## src/common/cpuIsaPkg.sv

```systemverilog
package cpuIsaPkg;

  typedef logic [31:0] wordT; // Bus and register word

  // Low six bits of each index byte select the register
  localparam int regIdxW = 6;
  typedef logic [regIdxW-1:0] regIdxT;

  localparam regIdxT stackRegIdx = 6'd0; // r0 holds the stack pointer
  localparam regIdxT flagRegIdx  = 6'd1; // r1 holds the compare flags

  // Flag word layout
  localparam int flagBitEq = 0;
  localparam int flagBitLt = 1;
  localparam int flagBitGt = 2;

  localparam wordT stackStep = 32'd4; // Push grows upward
  localparam wordT shortStep = 32'd4;
  localparam wordT longStep  = 32'd8; // Opcode word plus constant word

  typedef enum logic [7:0] {
    MovRC    = 8'h01, MovRR    = 8'h02, MovRdC   = 8'h03, MovRdR   = 8'h04,
    MovRdRo  = 8'h05, MovdCR   = 8'h06, MovdRoR  = 8'h07,
    AddRRR   = 8'h10, AddRRC   = 8'h11, SubRRR   = 8'h12, SubRRC   = 8'h13,
    IncR     = 8'h14, DecR     = 8'h15, ShlRRR   = 8'h16, ShrRRR   = 8'h17,
    NegRR    = 8'h18,
    CmpRR    = 8'h20, CmpRC    = 8'h21, CmpERRR  = 8'h22, CmpLtRRR = 8'h23,
    JmpC     = 8'h30, JeC      = 8'h31, JneC     = 8'h32, JzRC     = 8'h33,
    JnzRC    = 8'h34,
    PushR    = 8'h40, PopR     = 8'h41,
    Stall    = 8'h50
  } opcodeE;

  // Opcode in the low byte, register fields above it
  typedef struct packed {
    logic [7:0] regC;
    logic [7:0] regB;
    logic [7:0] regA;
    opcodeE     opcode;
  } instrWordT;

  // Opcodes followed by a 32-bit constant word
  function automatic logic isLongOp(opcodeE op);
    case (op)
      MovRC, MovRdC, MovRdRo, MovdCR, MovdRoR,
      AddRRC, SubRRC, CmpRC,
      JmpC, JeC, JneC, JzRC, JnzRC: return 1'b1;
      default:                      return 1'b0;
    endcase
  endfunction

endpackage

```

## src/common/cpuCorePkg.sv

```systemverilog
package cpuCorePkg;

  import cpuIsaPkg::*;

  // One state per bus phase of an instruction
  typedef enum logic [3:0] {
    fetchReq, fetchWait, decode, operandRead,
    constWait, constLatch,
    memReq, memWait, memLatch,
    writeBack
  } seqStateE;

  typedef enum logic [1:0] {memNone, memRead, memWrite} memKindE;

  typedef enum logic [1:0] {spNone, spPlus, spMinus} spDeltaE; // Stack pointer effect

  typedef struct packed {
    opcodeE  opcode;
    logic    isLong;       // Carries a constant word
    memKindE memKind;
    logic    writesDest;   // Register write at write-back
    logic    destFromLoad; // Loaded word instead of ALU result
    spDeltaE spDelta;
    logic    haltsIp;      // Stall keeps the pointer
    logic    isJump;
  } decodedOpT;

  typedef struct packed {
    wordT addr;
    wordT wrData;
    logic readReq;
    logic writeReq;
  } busReqT;

  typedef struct packed {
    logic   en;
    regIdxT idx;
    wordT   data;
  } regWriteT;

endpackage

```

## src/core/resultUnit.sv

```systemverilog
`timescale 1ns/1ns

module resultUnit (
  input  cpuCorePkg::decodedOpT decoded,
  input  cpuIsaPkg::wordT       aluResult,
  input  cpuIsaPkg::wordT       loadValue,
  input  cpuIsaPkg::wordT       constWord,
  input  cpuIsaPkg::wordT       curIp,
  input  cpuIsaPkg::wordT       stackPtr,
  input  logic                  takeBranch,
  input  cpuIsaPkg::regIdxT     destIdx,
  output cpuCorePkg::regWriteT  regWrite,
  output logic                  spWrite,
  output cpuIsaPkg::wordT       spData,
  output cpuIsaPkg::wordT       nextIp
);

  import cpuIsaPkg::*;
  import cpuCorePkg::*;

  logic toFlags;

  assign toFlags = decoded.opcode inside {CmpRR, CmpRC}; // Flag compares land in r1

  always_comb begin
    regWrite.en = decoded.writesDest;
    regWrite.idx = toFlags ? flagRegIdx : destIdx;
    regWrite.data = decoded.destFromLoad ? loadValue : aluResult;
  end

  // Stack pointer update
  always_comb begin
    spWrite = (decoded.spDelta != spNone);
    case (decoded.spDelta)
      spPlus:  spData = stackPtr + stackStep;
      spMinus: spData = stackPtr - stackStep;
      default: spData = stackPtr;
    endcase
  end

  always_comb begin
    if (decoded.isJump && takeBranch)
      nextIp = constWord; // Absolute target
    else if (decoded.haltsIp)
      nextIp = curIp;
    else
      nextIp = curIp + (decoded.isLong ? longStep : shortStep);
  end

endmodule

```

## config.mk

```make
export PLATFORM = sky130hd
export DESIGN_NAME = resultUnit
export DESIGN_NICKNAME = d
export VERILOG_FILES = /design/src/common/cpuIsaPkg.sv /design/src/common/cpuCorePkg.sv /design/src/core/resultUnit.sv
export SDC_FILE = /design/constraint.sdc
export NUM_CORES = 1
export LEC_CHECK = 0
export ABC_CLOCK_PERIOD_IN_PS = 4300
export BUFFER_PORTS_ARGS = -buffer_cell sky130_fd_sc_hd__buf_2
export CAP_MARGIN = 20
export CORE_AREA = 2 2 110 112
export DETAILED_ROUTE_END_ITERATION = 6
export DIE_AREA = 0 0 112 114
export PLACE_DENSITY_LB_ADDON = 0.05
export SLEW_MARGIN = 30
export SYNTH_ARGS = -nofsm -noshare
export SYNTH_HDL_FRONTEND = slang
export SYNTH_SLANG_ARGS = --single-unit
```

## constraint.sdc

```tcl
create_clock -name vclk -period 4.3
set_input_delay 0.215 -clock vclk [all_inputs]
set_output_delay 0.215 -clock vclk [all_outputs]
set_load 0.02 [all_outputs]
```

==> impl_metrics.yaml <==
route:
  drt-wirelength-per-cell_um: 16.6
  finalWirelength_mm: 16.0
  dr_total_vias: 5197
  drt_iter0_drc: 391
  antenna_left: 0
  vias_per_cell: 5.40
  first_pass_iters: 5
  drcViolationCount: 0
global_routing:
  met1_usage_pct: 29.3
  antenna_found_initial: 2
  grt_remaining_overflow: 0
  met2_usage_pct: 42.5
  grt_use_total_pct: 23.2
  busiest_layer: "met2"
  grt_pass1_wl_mm: 24.8
  grt_use_met3_pct: 3.24
  grt_max_degree: 46
  grt_pass1_vias: 4756
logic_synthesis:
  netlist_instances: 585
  netlist-cell-type-count: 66
  yosys-top-cells-count: "nand2_1 (78), o21ai_0 (66), xnor2_1 (42), clkbuf_1 (38), mux2_2 (36)"
  synth_top_area_share_pct: 10.6
  synth_seq_area_share_pct: 0
  synthTopCellsByArea: "mux2_2 (11%), xnor2_1 (9.6%), o21ai_0 (8.6%)"
  syn_avg_cell_area_um2: 6.53
  syn-num-nets: 776
  synth_area_mm2: 0.00382
  yosys.area.top_type: "mux2_2"
  yosysWarnings: 0
  yosysMostFrequentCell: "nand2_1"
place:
  dpl_cell_area_mm2: 0.00521
  place_congestion: 0.830
  dp_hpwl_mm: 13.3
  dpl_worst_slack_ns: 0.881
  port_buffers: 279
final_layout:
  layout-drive-gt1-share_pct: 41.2
  syn_to_final_growth_pct: 36.4
  final_nets: 1007
  final-seq-area_um2: 0
  finalInstanceArea_mm2: 0.00521
  seq_cells: 0
  n_clock_buffer: 0
clocking:
  post_cts_buffers: 0
  ctsResizeCount: 0
  postCtsHoldBufs: 0
sta:
  slew_violations: 0
  rsz0062_at_grt: "false"
  finalSetupViolCount: 0
  tightest_slew_ns: 0.659
  slew_headroom_pct: 56.1
  fin_crit_sh_pct: 79.8
  fmax_mhz: 292
  fin_setup_tns_ns: 0
  finalCriticalPeriod_ns: 3.43
  holdWs_ns: 0.430
  fin_ws_ns: 0.870
  hold_viol: 0
floorplanning:
  ios: 288
  fp.coreArea_mm2: 0.0117
  die-height_um: 114
  die_w_um: 112
  initial_core_util_pct: 32.6
  row_count: 40
  die_area_mm2: 0.0128
critical_path:
  worstPathArrival_ns: 3.22
  endpoint_kind: "primary output"
  path_max_fanout: 45
  path_class: "input pin to primary output"
  start_kind: "input pin"
  required_ns: 4.09
run_status:
  status: "finished clean"
pwr:
  ir_drop_uv: 70.1
  p_leak_nw: 2.41
  power.density_mw_per_mm2: 123
worst_hold_path:
  hold_depth: 0
  hp-class: "input pin to primary output"
flow_run:
  maxCapViolations: 0
[cells in the final DEF, fill, tap and decap left out, types with 15 or more instances in the layout]
master and instances:
buf_2 279, inv_1 15, mux2_2 36, nand2_1 78
nand3_1 18, nor2_1 31, nor3_1 16, o21ai_0 66
xnor2_1 42, xor2_1 22
[per-layer routing]
layer | part of all wire (%) | vias up
li1 | - | 2612
met1 | 41 | 2383
met2 | 50 | 182
met3 | 6.5 | 20
met4 | 1.9 | 0
met5 | 0 | -
[worst max-delay path, stage by stage]
cell and delay [ns]:
buf_2 0.09, inv_1 0.09, ha_2 0.31, buf_4 0.42
and4b_1 0.28, a2111oi_4 0.58, o2111ai_1 0.27, nand2_1 0.26
nor3_1 0.08, a311oi_1 0.26, xnor2_1 0.16, buf_2 0.19
[logic make-up after synthesis]
group	Yosys count	synth area share (%)
and+or+nand+nor	228	31.7
AOI/OAI and AO/OA	171	30.8
buffers and inverters	72	7.95
xor gates and xnor gates	64	14.7
muxes	43	12.4
adders and majority gates	7	2.49
[layout make-up]
cell class / count / area [um^2]
fillers: 1296 / 6500
multi-input cells: 513 / 3520
repair buffers: 286 / 1450
well taps: 147 / 184
inverters: 15 / 56.3
diodes: 1 / 2.50
[worst paths after layout]
path	to	slack, ns	startpoint
min	regWrite[38]	0.43	decoded[5]
max	spData[26]	0.87	decoded[2]
[metrics by stage]
stage / std cells / total power, mW / utilization [%]
after CTS: 961 / 0.641 / 44.5
after global routing: 962 / 0.693 / 44.5
final: 962 / 0.640 / 44.5
after floorplan: 585 / 0.404 / -
after global placement: 961 / 0.633 / 44.5
after detailed placement: 961 / 0.638 / 44.5
[report_power, final]
part           internal (mW)  switching, mW    total [mW]
Sequential                 0              0             0
Combinational          0.255          0.385         0.640
Clock           0.0000000312              0  0.0000000312
No activity file was read; power rests on OpenSTA's default activity.
