`src/common/cpuIsaPkg.sv`:
```
package cpuIsaPkg;

  typedef logic [31:0] wordT; // Bus and register word

  // Low six bits of each index byte select the register
  localparam int regIdxW = 6;
  typedef logic [regIdxW-1:0] regIdxT;

  localparam regIdxT stackRegIdx = 6'd0; // r0 holds the stack pointer
  localparam regIdxT flagRegIdx  = 6'd1; // r1 holds the compare flags

  // Flag word layout
  localparam int flagBitEq = 0;
  localparam int flagBitLt = 1;
  localparam int flagBitGt = 2;

  localparam wordT stackStep = 32'd4; // Push grows upward
  localparam wordT shortStep = 32'd4;
  localparam wordT longStep  = 32'd8; // Opcode word plus constant word

  typedef enum logic [7:0] {
    MovRC    = 8'h01, MovRR    = 8'h02, MovRdC   = 8'h03, MovRdR   = 8'h04,
    MovRdRo  = 8'h05, MovdCR   = 8'h06, MovdRoR  = 8'h07,
    AddRRR   = 8'h10, AddRRC   = 8'h11, SubRRR   = 8'h12, SubRRC   = 8'h13,
    IncR     = 8'h14, DecR     = 8'h15, ShlRRR   = 8'h16, ShrRRR   = 8'h17,
    NegRR    = 8'h18,
    CmpRR    = 8'h20, CmpRC    = 8'h21, CmpERRR  = 8'h22, CmpLtRRR = 8'h23,
    JmpC     = 8'h30, JeC      = 8'h31, JneC     = 8'h32, JzRC     = 8'h33,
    JnzRC    = 8'h34,
    PushR    = 8'h40, PopR     = 8'h41,
    Stall    = 8'h50
  } opcodeE;

  // Opcode in the low byte, register fields above it
  typedef struct packed {
    logic [7:0] regC;
    logic [7:0] regB;
    logic [7:0] regA;
    opcodeE     opcode;
  } instrWordT;

  // Opcodes followed by a 32-bit constant word
  function automatic logic isLongOp(opcodeE op);
    case (op)
      MovRC, MovRdC, MovRdRo, MovdCR, MovdRoR,
      AddRRC, SubRRC, CmpRC,
      JmpC, JeC, JneC, JzRC, JnzRC: return 1'b1;
      default:                      return 1'b0;
    endcase
  endfunction

endpackage

```
`src/common/cpuCorePkg.sv`:
```
package cpuCorePkg;

  import cpuIsaPkg::*;

  // One state per bus phase of an instruction
  typedef enum logic [3:0] {
    fetchReq, fetchWait, decode, operandRead,
    constWait, constLatch,
    memReq, memWait, memLatch,
    writeBack
  } seqStateE;

  typedef enum logic [1:0] {memNone, memRead, memWrite} memKindE;

  typedef enum logic [1:0] {spNone, spPlus, spMinus} spDeltaE; // Stack pointer effect

  typedef struct packed {
    opcodeE  opcode;
    logic    isLong;       // Carries a constant word
    memKindE memKind;
    logic    writesDest;   // Register write at write-back
    logic    destFromLoad; // Loaded word instead of ALU result
    spDeltaE spDelta;
    logic    haltsIp;      // Stall keeps the pointer
    logic    isJump;
  } decodedOpT;

  typedef struct packed {
    wordT addr;
    wordT wrData;
    logic readReq;
    logic writeReq;
  } busReqT;

  typedef struct packed {
    logic   en;
    regIdxT idx;
    wordT   data;
  } regWriteT;

endpackage

```
`src/core/executeUnit.sv`:
```
`timescale 1ns/1ns

module executeUnit (
  input  cpuCorePkg::decodedOpT decoded,
  input  cpuIsaPkg::wordT       opA,
  input  cpuIsaPkg::wordT       opB,
  input  cpuIsaPkg::wordT       opC,
  input  cpuIsaPkg::wordT       constWord,
  input  cpuIsaPkg::wordT       stackPtr,
  input  cpuIsaPkg::wordT       flags,
  output cpuIsaPkg::wordT       aluResult,
  output cpuIsaPkg::wordT       memAddr,
  output cpuIsaPkg::wordT       memData,
  output logic                  takeBranch
);

  import cpuIsaPkg::*;

  wordT cmpRhs;
  wordT flagWord;

  // Flag compare keeps the upper bits of r1
  always_comb begin
    cmpRhs = (decoded.opcode == CmpRC) ? constWord : opB;
    flagWord = flags;
    flagWord[flagBitEq] = (opA == cmpRhs);
    flagWord[flagBitLt] = (opA < cmpRhs); // Unsigned compare
    flagWord[flagBitGt] = (opA > cmpRhs);
  end

  always_comb begin
    case (decoded.opcode)
      MovRC:    aluResult = constWord;
      MovRR:    aluResult = opB;
      AddRRR:   aluResult = opB + opC;
      AddRRC:   aluResult = opB + constWord;
      SubRRR:   aluResult = opB - opC;
      SubRRC:   aluResult = opB - constWord;
      IncR:     aluResult = opA + 32'd1;
      DecR:     aluResult = opA - 32'd1;
      ShlRRR:   aluResult = opB << opC; // Zero for amounts of 32 and up
      ShrRRR:   aluResult = opB >> opC;
      NegRR:    aluResult = -opB;
      CmpRR,
      CmpRC:    aluResult = flagWord;
      CmpERRR:  aluResult = {31'd0, opB == opC};
      CmpLtRRR: aluResult = {31'd0, opB < opC};
      default:  aluResult = '0;
    endcase
  end

  // Data address generation
  always_comb begin
    case (decoded.opcode)
      MovRdC, MovdCR: memAddr = constWord;
      MovRdR:         memAddr = opB;
      MovRdRo:        memAddr = constWord + opB;
      MovdRoR:        memAddr = constWord + opA;
      PushR:          memAddr = stackPtr;
      PopR:           memAddr = stackPtr - stackStep; // Top of stack
      default:        memAddr = '0;
    endcase
  end

  assign memData = (decoded.opcode == PushR) ? opA : opB;

  always_comb begin
    case (decoded.opcode)
      JmpC:    takeBranch = 1'b1;
      JeC:     takeBranch = flags[flagBitEq];
      JneC:    takeBranch = !flags[flagBitEq];
      JzRC:    takeBranch = (opC == '0);
      JnzRC:   takeBranch = (opC != '0);
      default: takeBranch = 1'b0;
    endcase
  end

endmodule

```
`config.mk`:
```
export PLATFORM = sky130hd
export DESIGN_NAME = executeUnit
export DESIGN_NICKNAME = d
export VERILOG_FILES = /design/src/common/cpuIsaPkg.sv /design/src/common/cpuCorePkg.sv /design/src/core/executeUnit.sv
export SDC_FILE = /design/constraint.sdc
export NUM_CORES = 1
export LEC_CHECK = 0
export BUFFER_PORTS_ARGS = -buffer_cell sky130_fd_sc_hd__buf_2
export CAP_MARGIN = 0
export CORE_MARGIN = 3
export CORE_UTILIZATION = 45
export DETAILED_ROUTE_END_ITERATION = 6
export PLACE_DENSITY_LB_ADDON = 0.15
export SLEW_MARGIN = 20
export SYNTH_ARGS = -nofsm -noshare
export SYNTH_HDL_FRONTEND = slang
export SYNTH_SLANG_ARGS = --single-unit
```
`constraint.sdc`:
```
create_clock -name vclk -period 6
set_clock_uncertainty 0.15 [all_clocks]
set_input_delay 0.3 -clock vclk [all_inputs]
set_output_delay 0.3 -clock vclk [all_outputs]
set_load 0.03 [all_outputs]
```
==> impl_metrics.yaml <==
layout:
  final-seq-area_um2: 0
  n_clock_buffer: 0
  final_net_count: 3131
  stdcell_count: 3229
  mostFrequentLayoutCells: "294 x buf_2, 227 x nor2_1, 218 x nand2_1, 211 x a21oi_1, 200 x o21ai_0"
  nFlopsAndLatches: 0
  drive_gt1_frac: 0.178
  synthToLayoutAreaGrowth_pct: 12.3
  antenna_cells: 0
  mostFrequentLayoutCell: "buf_2"
worst_setup_path:
  startpoint_type: "input port"
  crit_chain: "buf_2 > or4b_2 > or3_1 > nor2_1 > nand2_1 > inv_2 > buf_6 > ha_1 > o21a_1 > o211a_1 > o2111a_1 > or2_2 > nand2_1 > o21ai_0 > a211oi_1 > nor3_1 > a2111oi_1 > buf_4 > o21ai_0 > buf_2"
  worstPathRequired_ns: 5.55
  slowest_delay_ns: 0.80
  path_class: "in -> out"
  crit_arrival_ns: 5.38
  crit_fanout: 24
  cpMaxStageDelayCell: "or4b_2"
  endpoint_kind: "output port"
pwr:
  p_leak_uw: 0.00866
  cellPowerDensity_nw_per_um2: 82.5
  ir_worst_vdd_mv: 0.0453
yosys:
  yosysWarnings: 0
  netlist_top_cells_area: "ha_1 14%, xnor2_1 6.5%, mux2i_1 6.5%, a21oi_1 6.2%, o21ai_0 5.9%"
  synth_cells: 2525
  synth_top_cell_by_area: "ha_1"
  netlist_area_um2: 17000
  syn_area_per_cell_um2: 6.75
  synth_top_area_frac: 0.139
  netlist-cell-type-count: 79
  synth_nets: 2929
  ys_seq_area_frac: 0
job:
  max_cap_viol_count: 0
sta:
  slew_headroom: 0.288
  min_period_ns: 5.83
  rsz0062_at_grt: "false"
  setup_viol: 0
  fmax_mhz: 172
  fin_setup_tns_ns: 0
  timing.hold.ws_ns: 0.882
  timing.final.crit_share: 0.972
  slew_viol_final: 0
  tightest_slew_ns: 1.06
  hold_viol: 0
clock_network:
  ctsResizeCount: 0
  ctsHoldBuffers: 0
  postCtsSetupBuffers: 0
floorplanning:
  design.core.area_um2: 37000
  die_area_um2: 40200
  start_util: 0.461
  fp.dieH_um: 201
  ios: 306
  placement_rows: 70
  die_width_um: 201
route:
  wirelength_um: 90800
  drtIter0Drc: 2945
  dr_total_vias: 22500
  first_pass_iters: 7
  viasPerCell: 6.98
  postRouteAntennaNets: 0
  wl_per_cell_um: 28.1
  drc: 2
status:
  failed_checks: "DRC"
  status: "complete, but fails checks"
grt:
  grt_pass1_wl_um: 132000
  grt_pass1_vias: 21000
  grt_max_degree: 65
  antenna_found_initial: 0
  track_usage: 0.420
  grt_remaining_overflow: 0
place:
  port_buffers: 295
  dp_cells: 3229
  dp_hpwl_um: 73500
  gp_congestion: 1.07
hold_path:
  holdCritPathClass: "in -> out"
  holdPathStages: 4
  min-delay-start: "decoded[13]"
  holdPathEnd: "takeBranch"
worst max-delay path by stage:
stage	start	endpoint	slack [ns]	cells after the start
after global placement	decoded[13]	aluResult[2]	0.20	14
after detailed placement	decoded[14]	aluResult[20]	0.06	20
after floorplan	decoded[14]	aluResult[31]	0.07	17
final	decoded[14]	aluResult[20]	0.17	20
after CTS	decoded[14]	aluResult[20]	0.03	20
after global routing	decoded[14]	aluResult[20]	0.03	20
critical path, delay by kind of cell:
kind | cells | cell delay (ns)
buffers and inverters | 5 | 0.98
AO/OA/AOI/OAI | 7 | 1.53
adder cells (fa/ha/maj) | 1 | 0.34
AND/OR/NAND/NOR | 7 | 2.22
cell type report:
| type | instances | area, um^2 |
|---|---|---|
| Fill cell | 3908 | 17800 |
| Inverter | 81 | 304 |
| Multi-Input combinational cell | 2278 | 16200 |
| Tap cell | 504 | 631 |
| Timing Repair Buffer | 366 | 2020 |
synth_stat cells (6+ instances only):
library cell / number
nor2_1: 228
nand2_1: 218
a21oi_1: 212
o21ai_0: 200
ha_1: 190
clkbuf_1: 143
xnor2_1: 127
mux2i_1: 110
nor3_1: 83
inv_1: 78
a21o_1: 76
xor2_1: 69
mux2_2: 56
nand3_1: 55
o211ai_1: 39
nor4_1: 34
a211oi_1: 33
nand2b_1: 33
a222oi_1: 30
nand4_1: 30
o21a_1: 29
a221oi_1: 28
nor2b_1: 27
and3_1: 24
a31oi_1: 23
o221ai_1: 22
a22oi_1: 21
o21bai_1: 21
buf_1: 19
or3_1: 19
o31ai_1: 16
a221o_1: 15
or4_1: 15
a22o_1: 14
and2_1: 14
mux4_2: 14
o22ai_1: 14
o311ai_0: 10
or2_2: 10
a211o_1: 9
a2111oi_0: 8
a21boi_0: 7
and4_1: 7
a311oi_1: 6
o41ai_1: 6
report_power, final:
part | leakage, uW | internal [uW] | switching (uW)
logic | 0.00866 | 570 | 1010
registers | 0 | 0 | 0
clock network | 0 | 0 | 0
total | 0.00866 | 570 | 1010
kinds of logic after synthesis:
| group | after synthesis | synth area share |
|---|---|---|
| AO/OA/AOI/OAI | 888 | 0.348 |
| AND/OR/NAND/NOR | 819 | 0.231 |
| buffers and inverters | 247 | 0.0547 |
| XOR/XNOR | 196 | 0.101 |
| adder cells (fa/ha/maj) | 195 | 0.145 |
| multiplexers | 180 | 0.120 |
metrics by stage:
step / utilization / cell area, um^2 / setup WS (ns) / power (uW)
2_1_floorplan: - / 17000 / 0.0709 / 991
3_3_place_gp: 0.517 / 19100 / 0.197 / 1490
6_report: 0.518 / 19100 / 0.170 / 1580
4_1_cts: 0.517 / 19100 / 0.0346 / 1520
5_1_grt: 0.518 / 19100 / 0.0264 / 1680
3_5_place_dp: 0.517 / 19100 / 0.0601 / 1510
routing by layer:
| layer | GRT usage | vias to the layer above | wire length, um | part of all wire |
|---|---|---|---|---|
| li1 | - | 10000 | - | - |
| met1 | 0.574 | 10700 | 36300 | 0.40 |
| met2 | 0.670 | 1533 | 39500 | 0.44 |
| met4 | 0.159 | 0 | 4110 | 0.045 |
| met3 | 0.0574 | 250 | 10800 | 0.12 |
| met5 | 0 | - | 0 | 0 |
Note: power is estimated with default switching activity, not from simulation.
