$ cat src/common/cpuIsaPkg.sv
package cpuIsaPkg;

  typedef logic [31:0] wordT; // Bus and register word

  // Low six bits of each index byte select the register
  localparam int regIdxW = 6;
  typedef logic [regIdxW-1:0] regIdxT;

  localparam regIdxT stackRegIdx = 6'd0; // r0 holds the stack pointer
  localparam regIdxT flagRegIdx  = 6'd1; // r1 holds the compare flags

  // Flag word layout
  localparam int flagBitEq = 0;
  localparam int flagBitLt = 1;
  localparam int flagBitGt = 2;

  localparam wordT stackStep = 32'd4; // Push grows upward
  localparam wordT shortStep = 32'd4;
  localparam wordT longStep  = 32'd8; // Opcode word plus constant word

  typedef enum logic [7:0] {
    MovRC    = 8'h01, MovRR    = 8'h02, MovRdC   = 8'h03, MovRdR   = 8'h04,
    MovRdRo  = 8'h05, MovdCR   = 8'h06, MovdRoR  = 8'h07,
    AddRRR   = 8'h10, AddRRC   = 8'h11, SubRRR   = 8'h12, SubRRC   = 8'h13,
    IncR     = 8'h14, DecR     = 8'h15, ShlRRR   = 8'h16, ShrRRR   = 8'h17,
    NegRR    = 8'h18,
    CmpRR    = 8'h20, CmpRC    = 8'h21, CmpERRR  = 8'h22, CmpLtRRR = 8'h23,
    JmpC     = 8'h30, JeC      = 8'h31, JneC     = 8'h32, JzRC     = 8'h33,
    JnzRC    = 8'h34,
    PushR    = 8'h40, PopR     = 8'h41,
    Stall    = 8'h50
  } opcodeE;

  // Opcode in the low byte, register fields above it
  typedef struct packed {
    logic [7:0] regC;
    logic [7:0] regB;
    logic [7:0] regA;
    opcodeE     opcode;
  } instrWordT;

  // Opcodes followed by a 32-bit constant word
  function automatic logic isLongOp(opcodeE op);
    case (op)
      MovRC, MovRdC, MovRdRo, MovdCR, MovdRoR,
      AddRRC, SubRRC, CmpRC,
      JmpC, JeC, JneC, JzRC, JnzRC: return 1'b1;
      default:                      return 1'b0;
    endcase
  endfunction

endpackage

$ cat src/common/cpuCorePkg.sv
package cpuCorePkg;

  import cpuIsaPkg::*;

  // One state per bus phase of an instruction
  typedef enum logic [3:0] {
    fetchReq, fetchWait, decode, operandRead,
    constWait, constLatch,
    memReq, memWait, memLatch,
    writeBack
  } seqStateE;

  typedef enum logic [1:0] {memNone, memRead, memWrite} memKindE;

  typedef enum logic [1:0] {spNone, spPlus, spMinus} spDeltaE; // Stack pointer effect

  typedef struct packed {
    opcodeE  opcode;
    logic    isLong;       // Carries a constant word
    memKindE memKind;
    logic    writesDest;   // Register write at write-back
    logic    destFromLoad; // Loaded word instead of ALU result
    spDeltaE spDelta;
    logic    haltsIp;      // Stall keeps the pointer
    logic    isJump;
  } decodedOpT;

  typedef struct packed {
    wordT addr;
    wordT wrData;
    logic readReq;
    logic writeReq;
  } busReqT;

  typedef struct packed {
    logic   en;
    regIdxT idx;
    wordT   data;
  } regWriteT;

endpackage

$ cat src/core/decodeUnit.sv
`timescale 1ns/1ns

module decodeUnit (
  input  cpuIsaPkg::opcodeE     opcode,
  output cpuCorePkg::decodedOpT decoded
);

  import cpuIsaPkg::*;
  import cpuCorePkg::*;

  always_comb begin
    // Defaults give a short no-op
    decoded = '0;
    decoded.opcode = opcode;
    decoded.isLong = isLongOp(opcode);
    decoded.memKind = memNone;
    decoded.spDelta = spNone;

    case (opcode)
      // Register results straight from the ALU
      MovRC, MovRR, AddRRR, AddRRC, SubRRR, SubRRC, IncR, DecR,
      ShlRRR, ShrRRR, NegRR, CmpRR, CmpRC, CmpERRR, CmpLtRRR: begin
        decoded.writesDest = 1'b1;
      end

      MovRdC, MovRdR, MovRdRo: begin // Loads
        decoded.memKind = memRead;
        decoded.writesDest = 1'b1;
        decoded.destFromLoad = 1'b1;
      end

      MovdCR, MovdRoR: decoded.memKind = memWrite; // Stores

      PushR: begin
        decoded.memKind = memWrite;
        decoded.spDelta = spPlus;
      end

      PopR: begin
        decoded.memKind = memRead;
        decoded.writesDest = 1'b1;
        decoded.destFromLoad = 1'b1;
        decoded.spDelta = spMinus;
      end

      JmpC, JeC, JneC, JzRC, JnzRC: decoded.isJump = 1'b1;

      Stall: decoded.haltsIp = 1'b1; // Refetch itself forever

      default: ; // Unknown opcode only advances the pointer
    endcase
  end

endmodule

$ cat config.mk
export PLATFORM = sky130hd
export DESIGN_NAME = decodeUnit
export DESIGN_NICKNAME = d
export VERILOG_FILES = /design/src/common/cpuIsaPkg.sv /design/src/common/cpuCorePkg.sv /design/src/core/decodeUnit.sv
export SDC_FILE = /design/constraint.sdc
export NUM_CORES = 1
export LEC_CHECK = 0
export ABC_AREA = 1
export BUFFER_PORTS_ARGS = -buffer_cell sky130_fd_sc_hd__buf_2
export CORE_AREA = 2 2 39 41
export DETAILED_ROUTE_END_ITERATION = 7
export DIE_AREA = 0 0 41 43
export PLACE_DENSITY = 0.55
export SETUP_SLACK_MARGIN = 0.3
export SLEW_MARGIN = 20
export SYNTH_ARGS = -nofsm -noshare
export SYNTH_HDL_FRONTEND = slang
export SYNTH_SLANG_ARGS = --single-unit
$ cat constraint.sdc
create_clock -name vclk -period 1.65
set_input_delay 0.0825 -clock vclk [all_inputs]
set_output_delay 0.0825 -clock vclk [all_outputs]
set_load 0.005 [all_outputs]
==> impl_metrics.tcl, run 1 <==
set metrics [dict create \
    fillCellCount 161 \
    wire_per_inst_um 7.941 \
    p_per_area_mw_per_mm2 178.5 \
    core_area_mm2 0.001384 \
    syn_area_per_cell_um2 4.950 \
    netlist_instances 69 \
    period_needed_ns 0.9748 \
    hold_violations 0 \
    holdPathEnd "decoded[12]" \
    dr.pass1.iters 4 \
    drive_above_1_share_pct 38.82 \
    grt-ovfl-total 0 \
    post-cts-setup-buffers 0 \
    drt_iter0_markers 4 \
    post_cts_resized 0 \
    rsz0062_at_grt "false" \
    gp_congestion 0.8546 \
    layout_setup_ws_ns 0.6752 \
    crit_arrival_ns 0.89 \
    period_share_pct 59.08 \
    ant_nets 0 \
    grt_max_degree 8 \
    grt_first_pass_wirelength_um 1255 \
    syn-cell-area_um2 341.6 \
    synth_area_leader_cell "nand2_1" \
    critPathBufInv 2 \
    worst-path-max-fanout 7 \
    worst_pin_slew_ns 0.2277 \
    syn_to_final_growth_pct 22.71 \
    crit_top_cell "buf_2" \
    drt_wl_total_um 802 \
    slew_viol_final 0 \
    vias 436 \
    cp_slowest_cell "nor2_1" \
    clock_buffers 0 \
    dp_slack_ns 0.6700 \
    crit_type "in2out" \
    grt_usage_pct 9.391 \
    row_count 14 \
    relSlewSlack_pct 84.68 \
    grt_pass1_vias 343 \
    min_path_cells 2 \
    routed_via_density 4.317 \
    dieWidth_um 41 \
    ys_seq_area_share_pct 0 \
    leakagePower_nw 0.2910 \
    seqCellArea_um2 0 \
    clock.fmax_mhz 1026 \
    ys_warn_count 0 \
    maxCapViolations 0 \
    start_util_pct 24.68 \
    dp_hpwl_um 693.6 \
    setup_tns_ns 0 \
    seq_cell_count 0 \
    postCtsHoldBufs 0 \
    layout_commonest_cell "buf_2" \
    path_delay_family "simple AND/OR/NAND/NOR gates" \
    ir_drop_mv 0.07216 \
    ios 25 \
    whs_ns 0.4001 \
    drc 0 \
    critical_path_required_ns 1.57 \
    hold_start "opcode[3]" \
    die_area_mm2 0.001763 \
    crit_path_max_incr_delay_ns 0.22 \
    fp.dieH_um 43 \
    worst_hold_path_type "in2out" \
    port_buffers 25 \
    crit_chain "buf_2 -> nor2_1 -> nand2_1 -> nor4_1 -> buf_2" \
    yosys.cell_types.count 18 \
    placed_cell_area_um2 419.2 \
    finalNetCount 95 \
    synth_top_area_share_pct 23.08 \
    synth_area_leaders "nand2_1 (23%), buf_4 (20%), nor2_1 (12%)" \
    antennaDiodeCount 0 \
    antenna_found_initial 0 \
    layout_common_cells "buf_2 (25), nand2_1 (21), nor2_1 (11)" \
    setup-violations-final 0 \
    end_kind "output pin" \
    synth_nets 77 \
    worst_setup_path_start_kind "input pin" \
    outcome "finished clean" \
    postLayoutCellArea_um2 419.2 \
]
how the worst max path moves through the flow:
stage | from | to | cells after the start
6_report | opcode[1] | decoded[1] | 5
5_1_grt | opcode[1] | decoded[5] | 7
4_1_cts | opcode[1] | decoded[5] | 7
3_5_place_dp | opcode[1] | decoded[5] | 7
3_3_place_gp | opcode[1] | decoded[5] | 7
2_1_floorplan | opcode[3] | decoded[6] | 6
metal layers:
layer,track usage (%),share of wire (%),vias to the layer above
met5,0,0,-
li1,-,-,237
met3,0.5236,8.2,0
met2,15.00,46,19
met4,1.333,0,0
met1,13.61,46,180
cells by family (layout without fill, tap and decap cells):
| logic type | count (synthesis) | in the layout | share of synthesized area [%] |
|---|---|---|---|
| AOI/OAI and AO/OA | 5 | 5 | 8.057 |
| buffers and inverters | 20 | 36 | 31.87 |
| and+or+nand+nor | 44 | 44 | 60.08 |
final cells by class:
type                       count  area [um2]  area share [%]
timing repair buffer          25       125.1           29.85
multi-input combinational     49       232.7           55.52
tap                           16       20.02           4.776
inverter                      11       41.29           9.851
power by group:
| part | total [W] | switching, W | leakage, nW | internal, W |
|---|---|---|---|---|
| Clock | 0 | 0 | 0 | 0 |
| Sequential | 0 | 0 | 0 | 0 |
| Combinational | 0.0000748 | 0.0000463 | 0.291 | 0.0000285 |
| Total | 0.0000748 | 0.0000463 | 0.291 | 0.0000285 |
cell usage after synthesis:
master,instances
nor4_1,1
nor2_4,2
nand2_2,1
o21ai_0,2
nor3_2,1
inv_1,8
nand3_1,2
buf_4,9
nand4_1,2
inv_2,3
nand2_1,21
nor3_1,1
a21oi_1,1
and3_1,1
o31ai_1,1
o21ai_1,1
nor2_2,1
nor2_1,11
stage by stage:
step,utilization [%],total power (W),std cells
global route,30.29,0.00008476,101
CTS,30.29,0.00007548,101
floorplan,-,0.00004929,69
global placement,30.29,0.00007596,101
finish,30.29,0.00007480,101
detailed placement,30.29,0.00007530,101
Note: power is estimated with default switching activity, not from simulation.
==> run 2, diff against run 1 <==
Settings changed: PLACE_DENSITY 0.55 to 0.57.
Clock period 1.65 ns to 0.83 ns, I/O delays scaled along.
==> impl_metrics.tcl, run 2 (same netlist as run 1, synthesis figures left out) <==
set metrics [dict create \
    outcome "finished with violations" \
    violations "setup timing" \
    grt_busiest_layer "met2" \
    layout_common_cells "buf_2 (17), nand2_1 (14), buf_4 (12)" \
    antennaDiodeCount 0 \
    hold_violations 0 \
    grt_usage_pct 12.19 \
    worst-path-max-fanout 3 \
    crit_arrival_ns 0.81 \
    seqCellArea_um2 0 \
    crit_type "in2out" \
    met1_usage_pct 17.09 \
    ios 25 \
    maxCapViolations 0 \
    grt-ovfl-total 0 \
    seq_cell_count 0 \
    multi_input_area_um2 297.8 \
    vias 484 \
    die_area_mm2 0.001763 \
    period_share_pct 102.8 \
    worst_pin_slew_ns 0.1978 \
    routed_via_density 4.246 \
    grt_max_degree 7 \
    rsz0062_at_grt "true" \
    clock_buffers 0 \
    postLayoutCellArea_um2 681.9 \
    grt_pass1_vias 408 \
    use_met2_pct 21.25 \
    layout_commonest_cell "buf_2" \
    row_count 14 \
    pwr-share-clk_pct 0 \
    drc 0 \
    core_area_mm2 0.001384 \
    p_sw_w 0.0001341 \
    grt_first_pass_wirelength_um 1614 \
    setup_tns_ns -0.02622 \
    period_needed_ns 0.8529 \
    drt_wl_total_um 1023 \
    critical_path_required_ns 0.79 \
    worst_setup_path_start_kind "input pin" \
    layout_setup_ws_ns -0.02292 \
    gp_congestion 0.8316 \
    postCtsHoldBufs 0 \
    leakagePower_nw 0.4002 \
    use_met3_pct 0 \
    fp.dieH_um 43 \
    fillCellCount 144 \
    ant_nets 0 \
    setup-violations-final 2 \
    ir_drop_mv 0.1990 \
    p_comb_share_pct 100.0 \
    end_kind "output pin" \
    clock.fmax_mhz 1172 \
    dr.pass1.iters 2 \
    port_buffers 25 \
    pwr-share-seq_pct 0 \
    p_total_w 0.0002810 \
    dieWidth_um 41 \
    drive_above_1_share_pct 62.24 \
    syn_to_final_growth_pct 99.63 \
    drt_iter0_markers 2 \
    relSlewSlack_pct 86.77 \
    wire_per_inst_um 8.974 \
    power.internal_w 0.0001469 \
    p_per_area_mw_per_mm2 412.1 \
    antenna_found_initial 0 \
    dp_slack_ns -0.08590 \
    worst_hold_path_type "in2out" \
    p_sw_share_pct 47.73 \
    finalNetCount 108 \
    placed_cell_area_um2 525.5 \
    start_util_pct 24.68 \
    slew_viol_final 0 \
    dp_hpwl_um 780.4 \
]
## run 2: critical path, stage by stage
cell	delay, ns
buf_8	0.11
inv_4	0.04
nand2_4	0.05
nor3_4	0.23
nand2_2	0.10
nand2_1	0.06
inv_1	0.03
nand2_1	0.05
buf_2	0.10
## run 2: path summary, 6_finish.rpt
| check | from | endpoint | cells after the start |
|---|---|---|---|
| max | opcode[7] | decoded[5] | 9 |
| min | opcode[7] | decoded[16] | 2 |
## run 2: routing by layer
layer	wire length, um	vias to the layer above
li1	-	264
met1	420	207
met2	547	13
met3	55	0
met4	0	0
met5	0	-
## run 2: power groups by stage
stage / registers (W) / clock network [W] / logic (W)
final: 0 / 0 / 0.000281
after detailed placement: 0 / 0 / 0.000201
after floorplan: 0 / 0 / 0.000113
after global placement: 0 / 0 / 0.000201
after CTS: 0 / 0 / 0.000257
after global routing: 0 / 0 / 0.000307
## run 2: area by class of cell
| type | instances | share of cell area, % |
|---|---|---|
| repair buffers | 38 | 44.04 |
| multi-input cells | 49 | 43.67 |
| inverters | 11 | 9.358 |
| well taps | 16 | 2.936 |
## run 2: through the flow
| step | hold WS, ns | utilization [%] | cells |
|---|---|---|---|
| 2_1_floorplan | 0.1070 | - | 69 |
| 3_3_place_gp | 0.3121 | 37.97 | 109 |
| 3_5_place_dp | 0.3214 | 37.97 | 109 |
| 4_1_cts | 0.2737 | 45.93 | 113 |
| 5_1_grt | 0.2855 | 49.28 | 114 |
| 6_report | 0.2729 | 49.28 | 114 |
## run 2: timing repair
action,CTS,global route
setup buffers,4,1
gates resized for setup,24,12
endpoints found under the hold margin,0,0
pin swaps,9,9
setup endpoints to repair,9,9
