## src/common/cpuIsaPkg.sv

```systemverilog
package cpuIsaPkg;

  typedef logic [31:0] wordT; // Bus and register word

  // Low six bits of each index byte select the register
  localparam int regIdxW = 6;
  typedef logic [regIdxW-1:0] regIdxT;

  localparam regIdxT stackRegIdx = 6'd0; // r0 holds the stack pointer
  localparam regIdxT flagRegIdx  = 6'd1; // r1 holds the compare flags

  // Flag word layout
  localparam int flagBitEq = 0;
  localparam int flagBitLt = 1;
  localparam int flagBitGt = 2;

  localparam wordT stackStep = 32'd4; // Push grows upward
  localparam wordT shortStep = 32'd4;
  localparam wordT longStep  = 32'd8; // Opcode word plus constant word

  typedef enum logic [7:0] {
    MovRC    = 8'h01, MovRR    = 8'h02, MovRdC   = 8'h03, MovRdR   = 8'h04,
    MovRdRo  = 8'h05, MovdCR   = 8'h06, MovdRoR  = 8'h07,
    AddRRR   = 8'h10, AddRRC   = 8'h11, SubRRR   = 8'h12, SubRRC   = 8'h13,
    IncR     = 8'h14, DecR     = 8'h15, ShlRRR   = 8'h16, ShrRRR   = 8'h17,
    NegRR    = 8'h18,
    CmpRR    = 8'h20, CmpRC    = 8'h21, CmpERRR  = 8'h22, CmpLtRRR = 8'h23,
    JmpC     = 8'h30, JeC      = 8'h31, JneC     = 8'h32, JzRC     = 8'h33,
    JnzRC    = 8'h34,
    PushR    = 8'h40, PopR     = 8'h41,
    Stall    = 8'h50
  } opcodeE;

  // Opcode in the low byte, register fields above it
  typedef struct packed {
    logic [7:0] regC;
    logic [7:0] regB;
    logic [7:0] regA;
    opcodeE     opcode;
  } instrWordT;

  // Opcodes followed by a 32-bit constant word
  function automatic logic isLongOp(opcodeE op);
    case (op)
      MovRC, MovRdC, MovRdRo, MovdCR, MovdRoR,
      AddRRC, SubRRC, CmpRC,
      JmpC, JeC, JneC, JzRC, JnzRC: return 1'b1;
      default:                      return 1'b0;
    endcase
  endfunction

endpackage

```

## src/common/cpuCorePkg.sv

```systemverilog
package cpuCorePkg;

  import cpuIsaPkg::*;

  // One state per bus phase of an instruction
  typedef enum logic [3:0] {
    fetchReq, fetchWait, decode, operandRead,
    constWait, constLatch,
    memReq, memWait, memLatch,
    writeBack
  } seqStateE;

  typedef enum logic [1:0] {memNone, memRead, memWrite} memKindE;

  typedef enum logic [1:0] {spNone, spPlus, spMinus} spDeltaE; // Stack pointer effect

  typedef struct packed {
    opcodeE  opcode;
    logic    isLong;       // Carries a constant word
    memKindE memKind;
    logic    writesDest;   // Register write at write-back
    logic    destFromLoad; // Loaded word instead of ALU result
    spDeltaE spDelta;
    logic    haltsIp;      // Stall keeps the pointer
    logic    isJump;
  } decodedOpT;

  typedef struct packed {
    wordT addr;
    wordT wrData;
    logic readReq;
    logic writeReq;
  } busReqT;

  typedef struct packed {
    logic   en;
    regIdxT idx;
    wordT   data;
  } regWriteT;

endpackage

```

## src/core/controlSequencer.sv

```systemverilog
`timescale 1ns/1ns

module controlSequencer #(
  parameter  int numRegs = 64,
  localparam int idxW = $clog2(numRegs)
) (
  input  logic                  clk,
  input  logic                  reset,
  input  cpuIsaPkg::wordT       ramIn,
  output cpuCorePkg::busReqT    busReq,
  output cpuIsaPkg::opcodeE     opcode,
  input  cpuCorePkg::decodedOpT decoded,
  output logic [idxW-1:0]       regIdxA,
  output logic [idxW-1:0]       regIdxB,
  output logic [idxW-1:0]       regIdxC,
  input  cpuIsaPkg::wordT       rdDataA,
  input  cpuIsaPkg::wordT       rdDataB,
  input  cpuIsaPkg::wordT       rdDataC,
  input  cpuIsaPkg::wordT       memAddr,
  input  cpuIsaPkg::wordT       memData,
  output cpuIsaPkg::wordT       opA,
  output cpuIsaPkg::wordT       opB,
  output cpuIsaPkg::wordT       opC,
  output cpuIsaPkg::wordT       constWord,
  output cpuIsaPkg::wordT       loadValue,
  output cpuIsaPkg::wordT       curIp,
  input  cpuIsaPkg::wordT       nextIp,
  output logic                  writeBackEn
);

  import cpuIsaPkg::*;
  import cpuCorePkg::*;

  seqStateE  state;
  instrWordT instr;
  wordT      addrQ;
  wordT      wrDataQ;
  logic      readQ;
  logic      writeQ;

  assign busReq = '{addr: addrQ, wrData: wrDataQ, readReq: readQ, writeReq: writeQ};

  assign opcode = instr.opcode;
  assign regIdxA = instr.regA[idxW-1:0]; // Upper index bits ignored
  assign regIdxB = instr.regB[idxW-1:0];
  assign regIdxC = instr.regC[idxW-1:0];
  assign writeBackEn = (state == writeBack);

  always_ff @(posedge clk or posedge reset) begin
    if (reset) begin
      state <= fetchReq;
      readQ <= 1'b0;
      writeQ <= 1'b0;
      curIp <= '0;
    end else begin
      case (state)
        fetchReq: begin
          readQ <= 1'b1; // Instruction word read
          state <= fetchWait;
        end
        fetchWait: begin
          readQ <= 1'b0;
          state <= decode;
        end
        decode: state <= operandRead; // Word arrives on this edge
        operandRead: begin
          if (decoded.isLong) begin
            readQ <= 1'b1; // Constant word read
            state <= constWait;
          end else if (decoded.memKind != memNone) begin
            state <= memReq;
          end else begin
            state <= writeBack;
          end
        end
        constWait: begin
          readQ <= 1'b0;
          state <= constLatch;
        end
        constLatch: state <= (decoded.memKind != memNone) ? memReq : writeBack;
        memReq: begin
          readQ <= (decoded.memKind == memRead);
          writeQ <= (decoded.memKind == memWrite);
          state <= memWait;
        end
        memWait: begin
          // One-cycle strobes
          readQ <= 1'b0;
          writeQ <= 1'b0;
          state <= memLatch;
        end
        memLatch: state <= writeBack;
        writeBack: begin
          curIp <= nextIp;
          state <= fetchReq;
        end
        default: state <= fetchReq;
      endcase
    end
  end

  // Datapath latches
  always_ff @(posedge clk) begin
    case (state)
      fetchReq: addrQ <= curIp;
      decode:   instr <= ramIn;
      operandRead: begin
        opA <= rdDataA;
        opB <= rdDataB;
        opC <= rdDataC;
        addrQ <= curIp + shortStep; // Constant follows the opcode word
      end
      constLatch: constWord <= ramIn;
      memReq: begin
        addrQ <= memAddr;
        wrDataQ <= memData;
      end
      memLatch: loadValue <= ramIn; // Kept for loads and pops alike
      default: ;
    endcase
  end

endmodule

```

## config.mk

```make
export PLATFORM = sky130hd
export DESIGN_NAME = controlSequencer
export DESIGN_NICKNAME = d
export VERILOG_FILES = /design/src/common/cpuIsaPkg.sv /design/src/common/cpuCorePkg.sv /design/src/core/controlSequencer.sv
export SDC_FILE = /design/constraint.sdc
export NUM_CORES = 1
export LEC_CHECK = 0
export ABC_AREA = 1
export BUFFER_PORTS_ARGS = -buffer_cell sky130_fd_sc_hd__buf_4
export CAP_MARGIN = 30
export CORE_AREA = 2 2 207 209
export CTS_CLUSTER_DIAMETER = 50
export CTS_CLUSTER_SIZE = 20
export DETAILED_ROUTE_END_ITERATION = 8
export DIE_AREA = 0 0 209 211
export GPL_ROUTABILITY_DRIVEN = 0
export SYNTH_ARGS = -nofsm -noshare
export SYNTH_HDL_FRONTEND = slang
export SYNTH_SLANG_ARGS = --single-unit
```

## constraint.sdc

```tcl
create_clock -name clk -period 4.25 [get_ports clk]
set_input_delay 0.2125 -clock clk [delete_from_list [all_inputs] [get_ports clk]]
set_output_delay 0.2125 -clock clk [all_outputs]
set_load 0.02 [all_outputs]
```

==> results by group, run 1 <==
Die
  – Starting Density: 0.2527
  – Die span in y: 211 um
  – Row count: 75
  – Io pins: 528
  – CORE AREA: 41,760 um2
  – Die width: 209 um
  – Die Area: 44,100 um2

Synth
  – Synth async-reset ratio: 0.1319
  – Yosys warning count: 0
  – Register area share after synthesis: 0.8015
  – Xor and xnor area share after synthesis: 0
  – Yosys reg bits: 288
  – Cell Area, Synth: 10,550 um2
  – Adder-Cell Fraction of Synth Area: 0.001186
  – Post-synthesis net count: 1,011
  – Synth Area in Simple Gates: 0.1237
  – Ys flop type: edfxtp_1
  – Synth cell types: 26
  – Cells after Synth: 767
  – Synth Area in Compound Gates: 0.03842
  – EDFF count, synth: 250
  – Largest family of logic cells by synthesized area: simple AND/OR/NAND/NOR gates
  – Syn avg cell area: 13.76 um2
  – Mux share of post-synthesis cell area: 0

Worst setup path
  – Crit path top cell by count: buf_4
  – R2R depth: 7
  – CP Capture Type: flop
  – Critical path class: flop to flop
  – R2R Path Start: state[2]$_DFF_PP0_
  – Worst Path Required: 4.47 ns
  – Crit-path cells: nor2_2, nand3_1, nand2_1, buf_4, inv_2, o21ai_4, buf_4
  – Buf/Inv on CP: 3
  – Critical Path Start Type: flop
  – Slowest stage cell, crit path: dfrtp_1
  – Critical path's top delay family: buffers and inverters
  – Critical Path AT: 2.83 ns
  – Slowest stage delay, CP: 0.43 ns
  – Reg2reg end: addrQ[28]$_DFFE_PP_
  – Worst-path fanout max: 22
  – Worst R2R Setup Slack: 1.64 ns

Place
  – DP HPWL: 30,040 um
  – IO Port Bufs: 513

CTS
  – CTS sink count: 288
  – Clk root buf: clkbuf_16
  – Postcts setup bufs: 0
  – CTS Buf Count: 37
  – Worst-skew pair later-pin latency: 0.56 ns
  – H-tree Lvls: 2
  – Max clock buf depth: 3
  – TritonCTS clock tree: built
  – Clock Pin Slew Worst Setup and Hold Paths: 0.05 ns

Route
  – Via count: 8,962
  – Via density: 4.272
  – Post-route ant nets: 0
  – DRC Markers: 0
  – Starting DRC count in detailed routing: 491
  – Final WL: 41,010 um
  – Pre-antenna DRT Iters: 5
  – Drt wl/cell: 19.54 um

Global routing
  – Initial antenna violation count: 5
  – First-pass GRT wire length: 58,070 um
  – Vias in the first global route: 9,186
  – Total GRT Usage: 0.1792
  – Grt total ovfl: 0
  – Pin count of the biggest net entering global routing: 102

Hold path
  – Hold path depth: 5
  – Worst hold path type: primary input to flop
  – Hold Path End: addrQ[27]$_DFFE_PP_
  – Hold path startpoint: memAddr[27]

STA
  – Worst Tran Pin Value: 0.7074 ns
  – Part of the cycle the worst path needs: 0.6151
  – Final hold vios: 0
  – Setup TNS: 0 ns
  – Max Fclk: 382.5 MHz
  – RSZ-0062 raised after global routing: false
  – # setup viols final: 0
  – Max-slew violations: 0
  – Hold slack: 0.04269 ns
  – Clk_skew: 0.02386 ns
  – Rel. slew slack: 0.5277
  – Tmin final: 2.614 ns

Final layout
  – Fraction of layout cells with a size suffix above 1: 0.3925
  – Commonest non-fill, non-tap cells in the layout: 522 x buf_4, 250 x edfxtp_1, 211 x dlygate4sd3_1
  – # fillers: 3,796
  – Commonest non-fill, non-tap cell in the layout: buf_4
  – Area growth from synthesis to layout: 75.80%
  – Layout Nets: 1,770

Outcome
  – Status: finished, final reports clean

Pwr
  – Power Total: 0.01211 W
  – Power density cells: 652.6 nW/um2
  – Leak pwr: 7.761 nW
  – Max VDD drop: 0.0003310 V

Job
  – Max-cap violations: 0
==> synth_stat cells, types with 3 or more instances <==
| cell type | n | area, um2 |
|---|---|---|
| a21oi_1 | 7 | 35.03 |
| buf_2 | 9 | 45.04 |
| buf_4 | 4 | 30.03 |
| buf_6 | 3 | 33.78 |
| dfrtp_1 | 38 | 950.9 |
| edfxtp_1 | 250 | 7507 |
| inv_1 | 60 | 225.2 |
| inv_2 | 10 | 37.54 |
| nand2_1 | 201 | 754.5 |
| nand3_1 | 54 | 270.3 |
| nor2_1 | 50 | 187.7 |
| nor2_2 | 3 | 18.77 |
| nor3_1 | 4 | 20.02 |
| o211ai_1 | 7 | 52.55 |
| o21ai_0 | 34 | 170.2 |
| o21ai_1 | 21 | 105.1 |
| o21bai_1 | 3 | 22.52 |
==> worst max path at each step <==
| stage | startpoint | to | slack [ns] | cells after the start |
|---|---|---|---|---|
| final | state[2]$_DFF_PP0_ | addrQ[28]$_DFFE_PP_ | 1.64 | 7 |
| after global routing | state[2]$_DFF_PP0_ | addrQ[29]$_DFFE_PP_ | 1.44 | 7 |
| after CTS | state[2]$_DFF_PP0_ | addrQ[29]$_DFFE_PP_ | 1.56 | 7 |
| after detailed placement | state[2]$_DFF_PP0_ | addrQ[2]$_DFFE_PP_ | 1.58 | 7 |
| after global placement | state[2]$_DFF_PP0_ | addrQ[2]$_DFFE_PP_ | 1.61 | 7 |
| after floorplan | state[2]$_DFF_PP0_ | addrQ[0]$_DFFE_PP_ | 0.85 | 3 |
==> registers in the layout (all words and copies together), names as in the netlist, 6 cells and up <==
name / count
constWord: 32
curIp: 32
wrDataQ: 32
opC: 32
regIdxB: 6
opcode: 8
addrQ: 32
opB: 32
opA: 32
loadValue: 32
regIdxC: 6
regIdxA: 6
==> area by class of cell <==
type / instances / area (um2) / area share
Clock buffer: 38 / 929.6 / 0.05011
Tap cell: 539 / 674.4 / 0.03635
Timing Repair Buffer: 736 / 6098 / 0.3287
Multi-Input combinational cell: 393 / 1744 / 0.09402
Sequential cell: 288 / 8458 / 0.4559
Antenna cell: 5 / 12.51 / 0.0006744
Clock inverter: 29 / 366.6 / 0.01976
Inverter: 70 / 267.8 / 0.01443
==> cell families after synthesis <==
group / after synthesis
AOI/OAI and AO/OA: 75
adders and majority gates: 1
buffers and inverters: 86
DFF: 288
and+or+nand+nor: 317
==> layer usage <==
metal / share of wire / GRT usage
met5: 0 / 0
met4: 0.020 / 0.06133
met3: 0.073 / 0.05100
met2: 0.52 / 0.3186
met1: 0.39 / 0.2071
==> report_power, final <==
| part | switching (W) | internal (W) | total [W] |
|---|---|---|---|
| Sequential | 0.000509 | 0.00413 | 0.00464 |
| Clock | 0.00135 | 0.00191 | 0.00325 |
| Combinational | 0.00265 | 0.00157 | 0.00422 |
| Total | 0.00451 | 0.00760 | 0.0121 |
==> per-stage QoR <==
step	std cells	instance area [um2]	utilization	setup WS (ns)
global route	2098	18550	0.4443	1.436
CTS	2091	18490	0.4428	1.559
detailed placement	1813	15080	0.3612	1.576
global placement	1812	15060	0.3607	1.610
floorplan	767	10550	-	0.8539
finish	2098	18550	0.4443	1.636
==> worst register-to-register path: stages, from the launching register on <==
cell and delay [ns]:
dfrtp_1 0.43, nor2_2 0.19, nand3_1 0.30, nand2_1 0.16, buf_4 0.30, inv_2 0.21, o21ai_4 0.30, buf_4 0.39
==> timing repair <==
item                                    in CTS  in global routing
endpoints found under the hold margin      306                  0
endpoints found under the setup margin       0                  0
gates resized for setup                      0                  0
hold buffers                               211                  0
Note: power is estimated with default switching activity, not from simulation.
==> run 2: changes to the inputs <==
--- a/config.mk
+++ b/config.mk
@@ -5,14 +5,14 @@
 export SDC_FILE = /design/constraint.sdc
 export NUM_CORES = 1
 export LEC_CHECK = 0
-export ABC_AREA = 1
+export ABC_AREA = 0
 export BUFFER_PORTS_ARGS = -buffer_cell sky130_fd_sc_hd__buf_4
 export CAP_MARGIN = 30
-export CORE_AREA = 2 2 207 209
+export CORE_AREA = 2 2 204 206
 export CTS_CLUSTER_DIAMETER = 50
 export CTS_CLUSTER_SIZE = 20
 export DETAILED_ROUTE_END_ITERATION = 8
-export DIE_AREA = 0 0 209 211
+export DIE_AREA = 0 0 206 208
 export GPL_ROUTABILITY_DRIVEN = 0
 export SYNTH_ARGS = -nofsm -noshare
 export SYNTH_HDL_FRONTEND = slang
==> constraint.sdc (replaced) <==
create_clock -name clk -period 2.3 [get_ports clk]
set_input_delay 0.115 -clock clk [delete_from_list [all_inputs] [get_ports clk]]
set_output_delay 0.115 -clock clk [all_outputs]
set_load 0.02 [all_outputs]
==> run 2 against run 1 <==
Net effect: worst hold slack improved by 0.17 ns; wire length decreased by 9.5%; maximum frequency grew 20%; final cell count shrank 9.6%; non-clock buffer count up 30; register-to-register slack worse by 1.5 ns; global-route usage decreased by 1.5 points; core utilization increased by 0.57 points; first-iteration DRC count decreased by 1.6%; total power rose by 73%; via count is 8.6% lower; critical endpoint is now opB[20]$_DFFE_PP_; highest routed layer unchanged.
==> results by group, run 2 <==
Final layout
  – # fillers: 3,575 (-5.8%)
  – Layout Nets: 1,583 (-11%)
  – Commonest non-fill, non-tap cells in the layout: 533 x buf_4, 250 x edfxtp_1, 229 x dlygate4sd3_1
  – Commonest non-fill, non-tap cell in the layout: buf_4
  – Fraction of layout cells with a size suffix above 1: 0.4674 (+0.07482)
  – Area growth from synthesis to layout: 77.82%

Synth
  – Synth cell types: 54 (+110%)
  – Synth async-reset ratio: 0.1319 (unchanged)
  – Top-count cell post-synth: edfxtp_1
  – Cell accounting for the most synthesized area: edfxtp_1
  – Synth area leaders: edfxtp_1 73%, dfrtp_1 9.3%, mux2_2 3.2%
  – Yosys warning count: 0 (unchanged)
  – EDFF count, synth: 250 (unchanged)
  – Yosys reg bits: 288 (unchanged)
  – Top post-synthesis cells by count: 250 x edfxtp_1, 51 x nand2_1, 38 x dfrtp_1, 29 x mux2_2, 23 x o21ai_0
  – Post-synthesis net count: 810 (-20%)
  – Area share of the largest cell type after synthesis: 0.7315 (+0.02012)
  – Syn avg cell area: 18.13 um2 (+32%)
  – Register area share after synthesis: 0.8242 (+0.02267)
  – Cell Area, Synth: 10,260 um2 (-2.8%)
  – Ys flop type: edfxtp_1
  – Cells after Synth: 566 (-26%)

Worst setup path
  – Slowest stage cell, crit path: buf_4
  – Worst-path fanout max: 41 (+86%)
  – Crit path top cell by count: buf_4
  – Critical path's top delay family: buffers and inverters
  – Slowest stage delay, CP: 0.53 ns (+0.10 ns)
  – Critical path class: flop to flop
  – Worst Path Required: 2.51 ns (-1.96 ns)
  – Buf/Inv on CP: 4 (+1)
  – Critical Path Start Type: flop
  – Critical Path AT: 2.38 ns (-0.45 ns)
  – CP Capture Type: flop
  – Crit-path cells: nand4bb_2, inv_4, buf_4, buf_4, buf_4

Pwr
  – Leak pwr: 7.442 nW (-4.1%)
  – Power density cells: 1145 nW/um2 (+75%)
  – Max VDD drop: 0.0006560 V (+98%)

Route
  – Drt wl/cell: 19.57 um (+0.11%)
  – Via density: 4.319 (+1.1%)
  – Starting DRC count in detailed routing: 483 (-1.6%)
  – Pre-antenna DRT Iters: 5 (unchanged)
  – Via count: 8,194 (-8.6%)
  – Post-route ant nets: 0 (unchanged)
  – Final WL: 37,120 um (-9.5%)
  – DRC Markers: 0 (unchanged)

Global routing
  – Total GRT Usage: 0.1640 (-0.01521)
  – Initial antenna violation count: 2 (-3)
  – Pin count of the biggest net entering global routing: 65 (-36%)
  – Vias in the first global route: 8,594 (-6.4%)
  – First-pass GRT wire length: 52,760 um (-9.1%)
  – Grt total ovfl: 0 (unchanged)

Die
  – CORE AREA: 40,550 um2 (-2.9%)
  – Die width: 206 um (-1.4%)
  – Die span in y: 208 um (-1.4%)
  – Starting Density: 0.2531 (+0.0003503)
  – Io pins: 528 (unchanged)
  – Row count: 74 (-1.3%)
  – Die Area: 42,850 um2 (-2.8%)

Place
  – DP HPWL: 27,180 um (-9.5%)
  – IO Port Bufs: 513 (unchanged)

STA
  – Max-slew violations: 0 (unchanged)
  – Rel. slew slack: 0.4253 (-0.1024)
  – # setup viols final: 0 (unchanged)
  – Tmin final: 2.170 ns (-0.4442 ns)
  – Part of the cycle the worst path needs: 0.9435 (+0.3284)
  – Worst Tran Pin Value: 0.8620 ns (+0.1546 ns)
  – Clk_skew: 0.02969 ns (+0.005824 ns)
  – Final hold vios: 0 (unchanged)
  – Max Fclk: 460.8 MHz (+20%)
  – Setup TNS: 0 ns (unchanged)
  – RSZ-0062 raised after global routing: false
  – Hold slack: 0.2148 ns (+0.1722 ns)

CTS
  – Postcts setup bufs: 0 (unchanged)
  – H-tree Lvls: 1 (-1)
  – Clk root buf: clkbuf_16
  – Worst-skew pair later-pin latency: 0.58 ns (+0.02 ns)
  – Max clock buf depth: 3 (unchanged)
  – Clock Pin Slew Worst Setup and Hold Paths: 0.07 ns (+0.02 ns)
  – CTS Buf Count: 31 (-16%)
  – CTS sink count: 288 (unchanged)
  – TritonCTS clock tree: built

Hold path
  – Worst hold path type: primary input to async pin

Job
  – Max-cap violations: 0 (unchanged)

Outcome
  – Status: finished, final reports clean
run 2: cell types whose count changed after synthesis, moves of 9 or more:
cell      before  now
o311ai_0       0   11
nand3_1       54   19
inv_2         10    1
o21ai_0       34   23
nand2_1      201   51
nor2_1        50   15
o21ai_1       21    0
inv_1         60    8
mux2_2         0   29
run 2: cell families after synthesis:
logic type,synth area share
DFF,0.8242
adders and majority gates,0.001219
AOI/OAI and AO/OA,0.05438
muxes,0.03377
and+or+nand+nor,0.06974
buffers and inverters,0.01670
run 2: path summary, 6_finish.rpt:
| path | startpoint | to | slack, ns | cells past startpoint |
|---|---|---|---|---|
| max | state[3]$_DFF_PP0_ | opB[20]$_DFFE_PP_ | 0.13 | 5 |
| min | reset | state[2]$_DFF_PP0_ | 0.21 | 4 |
| max reg2reg | state[3]$_DFF_PP0_ | opB[20]$_DFFE_PP_ | 0.13 | 5 |
| min reg2reg | readQ$_DFFE_PP0P_ | readQ$_DFFE_PP0P_ | 0.55 | 2 |
| max in group asynchronous | reset | curIp[24]$_DFFE_PP0P_ | 1.69 | 4 |
| min in group clk | rdDataB[26] | opB[26]$_DFFE_PP_ | 0.25 | 2 |
run 2: area by class of cell:
cell class	count	area [um2]	area share
flip-flops and latches	288	8458	0.4635
diodes	2	5.005	0.0002743
inverters	10	40.04	0.002194
clock inverters	22	257.7	0.01412
well taps	532	665.6	0.03648
repair buffers	766	6374	0.3493
clock buffers	35	790.8	0.04333
multi-input cells	242	1658	0.09085
run 2: worst min-delay path: stages:
cell and delay, ns:
dlygate4sd3_1 0.53, buf_4 0.13, clkinv_1 0.03, buf_4 0.44
run 2: through the flow:
stage | utilization | instances | power [W] | area [um2] | setup WS, ns
floorplan | - | 566 | 0.01198 | 10280 | 0.08259
global placement | 0.3673 | 1608 | 0.01562 | 14900 | 0.1565
detailed placement | 0.3675 | 1609 | 0.01572 | 14900 | 0.1342
CTS | 0.4499 | 1895 | 0.02110 | 18240 | 0.1133
global route | 0.4500 | 1897 | 0.02189 | 18250 | 0.02345
finish | 0.4500 | 1897 | 0.02089 | 18250 | 0.1299
run 2: layer usage:
layer,global-route usage,wire [um],vias to the layer above
met4,0.07118,1528,0
met5,0,0,-
met3,0.03571,2623,82
met2,0.2901,18980,339
li1,-,-,3781
met1,0.1891,13990,3992
run 2: repair_timing:
action	in CTS	in global routing
resized for setup	0	0
endpoints found under the setup margin	0	0
hold buffers	229	0
hold endpoints to repair	324	0
run 2: power by group:
part / internal [W] / switching, W / total [W]
combinational: 0.00302 / 0.00446 / 0.00748
sequential: 0.00759 / 0.000842 / 0.00843
clock: 0.00264 / 0.00234 / 0.00498
total: 0.0132 / 0.00764 / 0.0209
